**src/h2c_crc_pkg.sv**
```systemverilog
//------------------------------------------------------------
// shared widths, CRC constants and beat structs for the H2C
// receive checker. every design file imports this package
// inside its body and uses scoped names in its port list
//------------------------------------------------------------
package h2c_crc_pkg;

   //------------------------------------------------------------
   // stream geometry
   //------------------------------------------------------------
   localparam int h2c_data_width = 256;
   localparam int h2c_bytes      = h2c_data_width / 8;
   // empty-byte count covers 0 .. h2c_bytes-1
   localparam int mty_width      = $clog2(h2c_bytes);
   localparam int qid_width      = 11;

   //------------------------------------------------------------
   // CRC-32 settings
   //------------------------------------------------------------
   localparam int crc_width   = 32;
   // slice width folded by one chain stage
   localparam int chunk_width = 32;
   localparam int n_chunks    = h2c_data_width / chunk_width;

   // normal form, msb first, no reflection
   localparam logic [crc_width-1:0] crc_poly = 32'h04c1_1db7;

   // one beat as delivered by the stream, crc only valid with last
   typedef struct packed {
      logic [h2c_data_width-1:0] data;
      logic                      last;
      logic [mty_width-1:0]      mty;
      logic [crc_width-1:0]      crc;
      logic [qid_width-1:0]      qid;
   } h2c_beat_t;

   // registered beat after the empty bytes are zeroed
   typedef struct packed {
      logic                      valid;
      logic [h2c_data_width-1:0] data;
      logic                      last;
      logic [crc_width-1:0]      rx_crc;
   } crc_step_t;

endpackage

```
**src/crc_accum.sv**
```systemverilog
//------------------------------------------------------------
// running CRC state and result logic of the H2C checker
// feeds the seed into the chain, stores the chain result for
// every beat and, on the last beat of a packet, compares it
// with the received CRC. results appear one cycle after step
//------------------------------------------------------------
module crc_accum (
   input  logic                              axi_aclk,
   input  logic                              axi_aresetn,
   input  h2c_crc_pkg::crc_step_t            step,
   input  logic [h2c_crc_pkg::crc_width-1:0] crc_next,
   input  logic                              clr_match,
   output logic [h2c_crc_pkg::crc_width-1:0] crc_seed,
   output logic                              crc_match,
   output logic                              pkt_done,
   output logic [15:0]                       err_count
);

   import h2c_crc_pkg::*;

   logic [crc_width-1:0] crc_reg;
   logic                 sop;
   logic                 step_eop;
   logic                 crc_equal;

   //------------------------------------------------------------
   // seed selection
   //------------------------------------------------------------
   // all ones at the start of every packet
   assign crc_seed = sop ? {crc_width{1'b1}} : crc_reg;

   assign step_eop  = step.valid && step.last;
   assign crc_equal = (crc_next == step.rx_crc);

   // running value and packet boundary tracking
   always_ff @(posedge axi_aclk) begin
      if (!axi_aresetn) begin
         crc_reg <= '0;
         sop     <= 1'b1;
      end else if (step.valid) begin
         crc_reg <= crc_next;
         sop     <= step.last;
      end
   end

   //------------------------------------------------------------
   // packet result
   //------------------------------------------------------------
   always_ff @(posedge axi_aclk) begin
      if (!axi_aresetn) begin
         pkt_done <= 1'b0;
      end else begin
         pkt_done <= step_eop;
      end
   end

   // sticky match flag, a clear beats a compare in the same cycle
   always_ff @(posedge axi_aclk) begin
      if (!axi_aresetn) begin
         crc_match <= 1'b0;
      end else if (clr_match) begin
         crc_match <= 1'b0;
      end else if (step_eop) begin
         crc_match <= crc_equal;
      end
   end

   // mismatch counter, holds at full scale
   always_ff @(posedge axi_aclk) begin
      if (!axi_aresetn) begin
         err_count <= '0;
      end else if (step_eop && !crc_equal && err_count != 16'hffff) begin
         err_count <= err_count + 16'd1;
      end
   end

endmodule

```
**src/crc_chunk_stage.sv**
```systemverilog
//------------------------------------------------------------
// one link of the combinational CRC-32 chain
// folds a 32-bit data slice into the incoming CRC as 32
// serial LFSR steps, data msb first. instances are chained
// so that the whole beat is covered in one cycle
//------------------------------------------------------------
module crc_chunk_stage (
   input  logic [h2c_crc_pkg::chunk_width-1:0] data,
   input  logic [h2c_crc_pkg::crc_width-1:0]   crc_in,
   output logic [h2c_crc_pkg::crc_width-1:0]   crc_out
);

   import h2c_crc_pkg::*;

   logic [crc_width-1:0] crc_var;
   logic                 fb;

   always_comb begin
      crc_var = crc_in;
      fb      = 1'b0;
      for (int i = chunk_width - 1; i >= 0; i--) begin
         // feedback is crc msb xor the next data bit
         fb      = crc_var[crc_width-1] ^ data[i];
         crc_var = {crc_var[crc_width-2:0], 1'b0} ^ (crc_poly & {crc_width{fb}});
      end
      crc_out = crc_var;
   end

endmodule

```
**src/h2c_beat_capture.sv**
```systemverilog
//------------------------------------------------------------
// input register stage of the H2C checker
// takes one beat per beat_valid strobe, zeroes the empty
// bytes of a last beat and hands the result to the CRC chain
// one cycle later. also holds the qid of the last packet
//------------------------------------------------------------
module h2c_beat_capture (
   input  logic                              axi_aclk,
   input  logic                              axi_aresetn,
   input  h2c_crc_pkg::h2c_beat_t            beat_in,
   input  logic                              beat_valid,
   output h2c_crc_pkg::crc_step_t            step,
   output logic [h2c_crc_pkg::qid_width-1:0] h2c_qid
);

   import h2c_crc_pkg::*;

   logic [h2c_data_width-1:0] data_masked;

   //------------------------------------------------------------
   // empty-byte masking
   //------------------------------------------------------------
   // byte b counts up from the lsb, the empty bytes sit at the top
   always_comb begin
      data_masked = beat_in.data;
      if (beat_in.last) begin
         for (int b = 0; b < h2c_bytes; b++) begin
            if (b >= h2c_bytes - int'(beat_in.mty)) begin
               data_masked[b*8 +: 8] = 8'h00;
            end
         end
      end
   end

   //------------------------------------------------------------
   // beat register
   //------------------------------------------------------------
   always_ff @(posedge axi_aclk) begin
      if (!axi_aresetn) begin
         step.valid <= 1'b0;
      end else begin
         step.valid <= beat_valid;
      end
   end

   // payload only, qualified downstream by step.valid
   always_ff @(posedge axi_aclk) begin
      step.data   <= data_masked;
      step.last   <= beat_in.last;
      step.rx_crc <= beat_in.crc;
   end

   // queue id of the most recent completed packet
   always_ff @(posedge axi_aclk) begin
      if (!axi_aresetn) begin
         h2c_qid <= '0;
      end else if (beat_valid && beat_in.last) begin
         h2c_qid <= beat_in.qid;
      end
   end

endmodule

```
**src/h2c_crc_check_top.sv**
```systemverilog
//------------------------------------------------------------
// top level of the H2C receive CRC checker
// beat capture feeds a chain of CRC chunk stages, the
// accumulator closes the loop and produces the packet result.
// beats arrive as single-cycle strobes without back-pressure
//------------------------------------------------------------
module h2c_crc_check_top (
   input  logic                              axi_aclk,
   input  logic                              axi_aresetn,
   input  h2c_crc_pkg::h2c_beat_t            beat_in,
   input  logic                              beat_valid,
   input  logic                              clr_match,
   output logic [h2c_crc_pkg::qid_width-1:0] h2c_qid,
   output logic                              crc_match,
   output logic                              pkt_done,
   output logic [15:0]                       err_count
);

   import h2c_crc_pkg::*;

   crc_step_t            step;
   // crc_chain[0] is the seed, crc_chain[n_chunks] the beat result
   logic [crc_width-1:0] crc_chain [0:n_chunks];

   //------------------------------------------------------------
   // input register
   //------------------------------------------------------------
   h2c_beat_capture u_capture (
      .axi_aclk    (axi_aclk),
      .axi_aresetn (axi_aresetn),
      .beat_in     (beat_in),
      .beat_valid  (beat_valid),
      .step        (step),
      .h2c_qid     (h2c_qid)
   );

   //------------------------------------------------------------
   // CRC chain, slice 0 is the top of the beat
   //------------------------------------------------------------
   for (genvar k = 0; k < n_chunks; k++) begin : g_chunk
      crc_chunk_stage u_stage (
         .data    (step.data[h2c_data_width-1-k*chunk_width -: chunk_width]),
         .crc_in  (crc_chain[k]),
         .crc_out (crc_chain[k+1])
      );
   end

   //------------------------------------------------------------
   // running CRC and result
   //------------------------------------------------------------
   crc_accum u_accum (
      .axi_aclk    (axi_aclk),
      .axi_aresetn (axi_aresetn),
      .step        (step),
      .crc_next    (crc_chain[n_chunks]),
      .clr_match   (clr_match),
      .crc_seed    (crc_chain[0]),
      .crc_match   (crc_match),
      .pkt_done    (pkt_done),
      .err_count   (err_count)
   );

endmodule

```
**config.mk**
```make
export PLATFORM = sky130hd
export DESIGN_NAME = h2c_crc_check_top
export DESIGN_NICKNAME = d
export VERILOG_FILES = /design/src/h2c_crc_pkg.sv /design/src/crc_accum.sv /design/src/crc_chunk_stage.sv /design/src/h2c_beat_capture.sv /design/src/h2c_crc_check_top.sv
export SDC_FILE = /design/constraint.sdc
export NUM_CORES = 1
export LEC_CHECK = 0
export BUFFER_PORTS_ARGS = -buffer_cell sky130_fd_sc_hd__buf_4
export CAP_MARGIN = 30
export CORE_AREA = 4 4 390 277
export CTS_BUF_LIST = sky130_fd_sc_hd__clkbuf_4 sky130_fd_sc_hd__clkbuf_8 sky130_fd_sc_hd__clkbuf_16
export DETAILED_ROUTE_END_ITERATION = 10
export DIE_AREA = 0 0 394 281
export GPL_TIMING_DRIVEN = 0
export RECOVER_POWER = 100
export SETUP_SLACK_MARGIN = 0.2
export SLEW_MARGIN = 40
export SYNTH_ARGS = -nofsm -noshare
export SYNTH_HDL_FRONTEND = slang
export SYNTH_SLANG_ARGS = --single-unit
export TNS_END_PERCENT = 10
```
**constraint.sdc**
```tcl
create_clock -name axi_aclk -period 45.8 [get_ports axi_aclk]
set_clock_uncertainty 0.05 [all_clocks]
set_input_delay 4.58 -clock axi_aclk [delete_from_list [all_inputs] [get_ports axi_aclk]]
set_output_delay 4.58 -clock axi_aclk [all_outputs]
set_load 0.005 [all_outputs]
```
---- Word level (Yosys, flattened, before mapping) ----
Index checks and enable logic that the tools add are counted.
cells by class
  $add $sub $neg .......................... 2
  order comparisons ....................... 32
  equality and inequality tests ........... 2
  multiplexer cells ....................... 34
  bitwise logic cells ..................... 513
  reduce and logical (&&, ||, !) cells .... 6
operators by type and width
  kind                                                                  count
  32-bit by 27-bit bitwise XOR with 32-bit output                       256
  256-bit two-way mux                                                   1
  8-bit two-way mux                                                     32
  1-bit bitwise XOR                                                     256
  6-bit by 7-bit >= comparator with 1-bit output, first input constant  16
  5-bit by 7-bit >= comparator with 1-bit output, first input constant  8
  32-bit equality test                                                  1
  32-bit two-way mux                                                    1
  4-bit by 7-bit >= comparator with 1-bit output, first input constant  4
  16-bit by 1-bit adder with 16-bit output, second input constant       1
  16-bit != test, second input constant                                 1
  3-bit by 7-bit >= comparator with 1-bit output, first input constant  2
  1-bit by 7-bit >= comparator with 1-bit output, first input constant  1
  2-bit by 7-bit >= comparator with 1-bit output, first input constant  1
  6-bit by 5-bit subtractor with 7-bit output, first input constant     1
  1-bit logical AND                                                     4
  2-bit OR reduction                                                    1
  1-bit logical NOT                                                     1
  1-bit inverter                                                        1
storage, ports and cells
  register bits ........................... 352
  output and inout bits ................... 29
  word-level logic and storage cells ...... 599

---- Logic depth before layout (Yosys ltp) ----
  depth after elaboration ................. 517
  gate-level depth with buffers ........... 64
  depth with buffers taken out ............ 52

---- Cells and area by module ----
A second synthesis with hierarchy kept.
second synthesis, totals
  cells, all modules ...................... 3037
  area, all modules ....................... 38431.9 µm²
modules (own cells, without submodules)
  module            times used  cells an instance  area an instance (µm²)  sequential area each (µm²)
  crc_chunk_stage   8           252                3380.7                  0.0
  h2c_beat_capture  1           723                8737.1                  6025.8
  crc_accum         1           298                2648.8                  1021.0

---- Worst setup path before layout ----
Ideal clock, no wire load.
  path type ............................... reg-to-reg
  from .................................... register u_accum.crc_reg[31]
  to ...................................... register u_accum.err_count[1]
  arrival time ............................ 21.017 ns
  data required time ...................... 45.634 ns
  slack ................................... 24.617 ns
  cell stages (with the launch flop) ...... 58
  buffers on the path ..................... 5
  cells stage by stage .................... dfxtp_1 > buf_2 > nor2_1 > xnor2_1 > xor3_2 > xnor3_1 > xnor3_2 > xor2_2 > xor3_2 > xnor3_1 > buf_4 > xnor3_1 > xnor3_1 > xnor3_2 > xor2_4 > xnor3_1 > xnor3_2 > xnor2_2 > [... 22 more ...] > xnor3_1 > xnor3_1 > xnor3_1 > xnor2_2 > xnor3_1 > xor2_2 > xnor3_1 > buf_4 > xor2_1 > xnor3_1 > xnor2_1 > or4_1 > nor4_2 > nand4_2 > o21ai_4 > buf_6 > mux2i_1 > nor2b_1
on the way
  cells in the longest elaborated chain, start to end .. 304
  elaborated cells between the ends (all ways) .. 505
  classes of those cells .................. 1 x eq/ne; 1 x mux; 500 x bitwise; 3 x reduce/logical
RTL lines
  what                                                                                  RTL line                                      source
  from (decl)                                                                           crc_accum.sv:21                               logic [crc_width-1:0] crc_reg;
  from (signal assigned)                                                                crc_accum.sv:41                               crc_reg <= crc_next;
  32-bit two-way mux (*)                                                                crc_accum.sv:30                               assign crc_seed = sop ? {crc_width{1'b1}} : crc_reg;
  1-bit bitwise XOR (*)                                                                 crc_chunk_stage.sv:23                         fb = crc_var[crc_width-1] ^ data[i];
  32-bit by 27-bit bitwise XOR with 32-bit output (*) (6 in a row)                      crc_chunk_stage.sv:24                         crc_var = {crc_var[crc_width-2:0], 1'b0} ^ (crc_poly & {crc_width{fb}});
  1-bit bitwise XOR or 32-bit by 27-bit bitwise XOR with 32-bit output (tied branches)  crc_chunk_stage.sv:23, crc_chunk_stage.sv:24
  32-bit by 27-bit bitwise XOR with 32-bit output (*) (6 in a row)                      crc_chunk_stage.sv:24
  1-bit bitwise XOR or 32-bit by 27-bit bitwise XOR with 32-bit output (tied branches)  crc_chunk_stage.sv:23, crc_chunk_stage.sv:24
  32-bit by 27-bit bitwise XOR with 32-bit output (*) (6 in a row)                      crc_chunk_stage.sv:24
  1-bit bitwise XOR or 32-bit by 27-bit bitwise XOR with 32-bit output (tied branches)  crc_chunk_stage.sv:23, crc_chunk_stage.sv:24
  [... 259 more ...]                                                                    -
  32-bit by 27-bit bitwise XOR with 32-bit output (*) (6 in a row)                      crc_chunk_stage.sv:24
  1-bit bitwise XOR or 32-bit by 27-bit bitwise XOR with 32-bit output (tied branches)  crc_chunk_stage.sv:23, crc_chunk_stage.sv:24
  32-bit by 27-bit bitwise XOR with 32-bit output (*) (9 in a row)                      crc_chunk_stage.sv:24
  1-bit bitwise XOR or 32-bit by 27-bit bitwise XOR with 32-bit output (tied branches)  crc_chunk_stage.sv:23, crc_chunk_stage.sv:24
  32-bit by 27-bit bitwise XOR with 32-bit output (*)                                   crc_chunk_stage.sv:24
  32-bit equality test (*)                                                              crc_accum.sv:33                               assign crc_equal = (crc_next == step.rx_crc);
  1-bit logical NOT (*)                                                                 crc_accum.sv:72                               end else if (step_eop && !crc_equal && err_count != 16'hffff) begin
  1-bit logical AND (*) (2 in a row)                                                    crc_accum.sv:72
  to (signal assigned)                                                                  crc_accum.sv:73                               err_count <= err_count + 16'd1;
  to (decl)                                                                             crc_accum.sv:16                               output logic [15:0] err_count
Every way passes the cells marked *; elsewhere a longest branch is shown, timed or not.
A chain may end at the register's enable or synchronous reset.

---- Worst setup path in the final report ----
  from .................................... register u_accum.sop
  to ...................................... register u_accum.err_count[1]
on the way
  cells in the longest elaborated chain, start to end .. 304
  elaborated cells between the ends (all ways) .. 517
  classes of those cells .................. 1 x eq/ne; 1 x mux; 512 x bitwise; 3 x reduce/logical
RTL lines
  what                                                                                  RTL line                                      source
  from (decl)                                                                           crc_accum.sv:22                               logic sop;
  from (signal assigned)                                                                crc_accum.sv:42                               sop <= step.last;
  32-bit two-way mux (*)                                                                crc_accum.sv:30
  1-bit bitwise XOR or 32-bit by 27-bit bitwise XOR with 32-bit output (tied branches)  crc_chunk_stage.sv:23, crc_chunk_stage.sv:24
  32-bit by 27-bit bitwise XOR with 32-bit output (*) (6 in a row)                      crc_chunk_stage.sv:24
  1-bit bitwise XOR or 32-bit by 27-bit bitwise XOR with 32-bit output (tied branches)  crc_chunk_stage.sv:23, crc_chunk_stage.sv:24
  32-bit by 27-bit bitwise XOR with 32-bit output (*) (6 in a row)                      crc_chunk_stage.sv:24
  1-bit bitwise XOR or 32-bit by 27-bit bitwise XOR with 32-bit output (tied branches)  crc_chunk_stage.sv:23, crc_chunk_stage.sv:24
  32-bit by 27-bit bitwise XOR with 32-bit output (*) (6 in a row)                      crc_chunk_stage.sv:24
  1-bit bitwise XOR or 32-bit by 27-bit bitwise XOR with 32-bit output (tied branches)  crc_chunk_stage.sv:23, crc_chunk_stage.sv:24
  [... 259 more ...]                                                                    -
  32-bit by 27-bit bitwise XOR with 32-bit output (*) (6 in a row)                      crc_chunk_stage.sv:24
  1-bit bitwise XOR or 32-bit by 27-bit bitwise XOR with 32-bit output (tied branches)  crc_chunk_stage.sv:23, crc_chunk_stage.sv:24
  32-bit by 27-bit bitwise XOR with 32-bit output (*) (9 in a row)                      crc_chunk_stage.sv:24
  1-bit bitwise XOR or 32-bit by 27-bit bitwise XOR with 32-bit output (tied branches)  crc_chunk_stage.sv:23, crc_chunk_stage.sv:24
  32-bit by 27-bit bitwise XOR with 32-bit output (*)                                   crc_chunk_stage.sv:24
  32-bit equality test (*)                                                              crc_accum.sv:33
  1-bit logical NOT (*)                                                                 crc_accum.sv:72
  1-bit logical AND (*) (2 in a row)                                                    crc_accum.sv:72
Marked as above.

==> run summary <==
Outcome = finished, violations left
Violations in the final reports = max-capacitance violations, max-slew violations
First drt pass iteration count = 5
Initial antenna violation count = 8
Setup Buffers After CTS = 0
Root buf cell = clkbuf_16
CP Launch Type = flop
Final setup viols = 0
Crit-path max cell delay = 1.21 ns
CP most frequent cell = xnor3_1
Initial Util = 0.448
Syn_nets = 3643
Area Overhead vs Synth = 12.0%
Asr flop ratio synth = 0
Final hold violations = 0
Worst setup path category = flop to flop
I/O Pins = 338
Synthesized area = 46500 um^2
Die width = 394 um
Fin crit share = 0.700
Routed len/inst = 27.2 um
CTS sink cnt = 352
Drt total wl = 139000 um
CTS Buf Count = 42
H-Tree Depth = 2
Clk_lat worst skew = 0.63 ns
Crit path DAT = 32.53 ns
Fraction of layout cells with a size suffix above 1 = 0.184
Worst-margin pin slew = 1.59 ns
Die Y-Extent = 281 um
Final setup TNS = 0 ns
Ys flop type = dfxtp_1
Die Footprint = 111000 um^2
RSZ-0062 raised after global routing = no
DRC = 0
Synth top area cells = xnor3_1, xnor2_1, dfxtp_1
Worst slew margin = -0.0680
Crit path capture type = flop
Vias in the first global route = 26337
First-pass GRT wire length = 195000 um
Post-route ant nets = 0
Final instance area = 52100 um^2
Post-synth EDFFs = 0
RD Place Congestion = 0.910
Seq/Total Area, Yosys = 0.151
Hold/Removal Path Class = flop to flop
Hold buffers post-CTS = 0
Synth top area share = 0.370
Vias = 26007
Final core occ = 0.502
Post-DP HPWL = 118000 um
Largest net degree at the start of global routing = 14
Fill count = 9193
I/O Buffers = 336
Synth Register Bits = 352
Placed Area = 50800 um^2
Fin nets = 4023
Post-synth cell types = 60
Clk buf depth = 3
CORE AREA = 104000 um^2
Synth warn = 0
Row cnt = 99
GRT Residual Overflow = 0
Max cap viols = 1
Critical Path Fanout Max = 10
Slowest cell on the critical path = xnor2_1
Post-layout min period = 32.08 ns
Via density = 5.09
GRT Total Usage = 0.247
Max-slew violations = 9
Area leader, netlist = xnor3_1
Post-Synthesis Cells = 3331
CTS tree = built
Iter 0 DRT Violations = 2182
PostCTS Resize Cnt = 0
Worst-path clk slew = 0.06 ns
Max frequency = 31.2 MHz
Max reg flops = 290
CP Data Required Time = 46.25 ns
Syn avg cell area = 14.0 um^2
==> cell usage after synthesis (all sizes together), types with 6 or more instances <==
library cell / number
mux2i: 33
nor2: 65
o21ai: 8
nand2: 39
buf: 41
o211ai: 6
a21boi: 12
and3: 15
xor3: 130
xor2: 395
nor3: 6
o21a: 7
clkbuf: 20
nor4: 8
inv: 13
nor2b: 174
a21oi: 17
nand3: 12
and2: 119
dfxtp: 352
xnor3: 830
xnor2: 994
==> logic make-up after synthesis <==
family	after synthesis	share of synthesized area
AO/OA/AOI/OAI	66	0.0102
multiplexers	33	0.00710
XOR/XNOR	2349	0.766
adder cells (fa/ha/maj)	3	0.000807
buffers and inverters	74	0.00828
flip-flops	352	0.151
AND/OR/NAND/NOR	454	0.0561
==> final cells by class <==
class / count / area (um^2) / share of cell area
flip-flops and latches: 352 / 7050 / 0.135
well taps: 1363 / 1710 / 0.0327
multi-input cells: 2905 / 39000 / 0.749
clock inverters: 20 / 269 / 0.00516
inverters: 13 / 48.8 / 0.000936
clock buffers: 58 / 1210 / 0.0233
diodes: 2 / 5.00 / 0.0000960
plain buffers: 61 / 320 / 0.00615
repair buffers: 336 / 2480 / 0.0476
==> path summary, 6_finish.rpt <==
| path | startpoint | cells after the start | endpoint | slack (ns) |
|---|---|---|---|---|
| worst max register to register | u_accum.sop | 56 | u_accum.err_count[1] | 13.72 |
| worst max-delay path | u_accum.sop | 56 | u_accum.err_count[1] | 13.72 |
| worst min register to register | u_capture.h2c_qid[8] | 2 | u_capture.h2c_qid[8] | 0.42 |
| worst min-delay path | u_capture.h2c_qid[8] | 2 | u_capture.h2c_qid[8] | 0.42 |
==> through the flow <==
stage	cells	hold slack [ns]	setup WS, ns
floorplan	3331	0.410	24.62
global placement	5030	0.402	19.32
detailed placement	5030	0.411	19.38
CTS	5108	0.420	19.23
global route	5108	0.449	12.63
finish	5110	0.418	13.72
==> layout by cell type (no fill, tap or decap), drive strengths merged, types with 2 or more instances in the layout <==
| master | instances |
|---|---|
| clkinv | 9 |
| a21boi | 12 |
| nand3 | 12 |
| xor2 | 395 |
| nor2b | 174 |
| inv | 17 |
| ha | 3 |
| mux2i | 33 |
| o21ai | 8 |
| o31a | 5 |
| nor3b | 2 |
| and2 | 119 |
| clkbuf | 147 |
| and3 | 15 |
| o21a | 7 |
| nand2 | 39 |
| a31oi | 2 |
| xor3 | 130 |
| xnor3 | 830 |
| o211ai | 6 |
| nor3 | 6 |
| diode | 2 |
| nor4 | 8 |
| or2 | 2 |
| xnor2 | 994 |
| buf | 308 |
| a211oi | 2 |
| clkinvlp | 4 |
| or3 | 2 |
| nand4 | 4 |
| dfxtp | 352 |
| nand2b | 4 |
| bufinv | 3 |
| nor2 | 65 |
| a21oi | 17 |
==> critical path: cells and delay by family, from the launching register on <==
kind	cells	cell delay (ns)
flip-flops	1	0.45
multiplexers	1	0.24
AO/OA/AOI/OAI	2	1.42
buffers and inverters	5	2.46
AND/OR/NAND/NOR	3	0.74
XOR/XNOR	45	26.52
==> per-layer routing <==
metal  track usage  wire length, um  up-vias
li1              -                -    11919
met4        0.0397             2170        6
met2         0.336            54900      882
met1         0.390            68900    13107
met3        0.0737            13300       93
met5             0               46        -
Power is left out: the tool's default activity adds up to more than one toggle a clock period on the data nets, which glitch-free logic cannot reach.
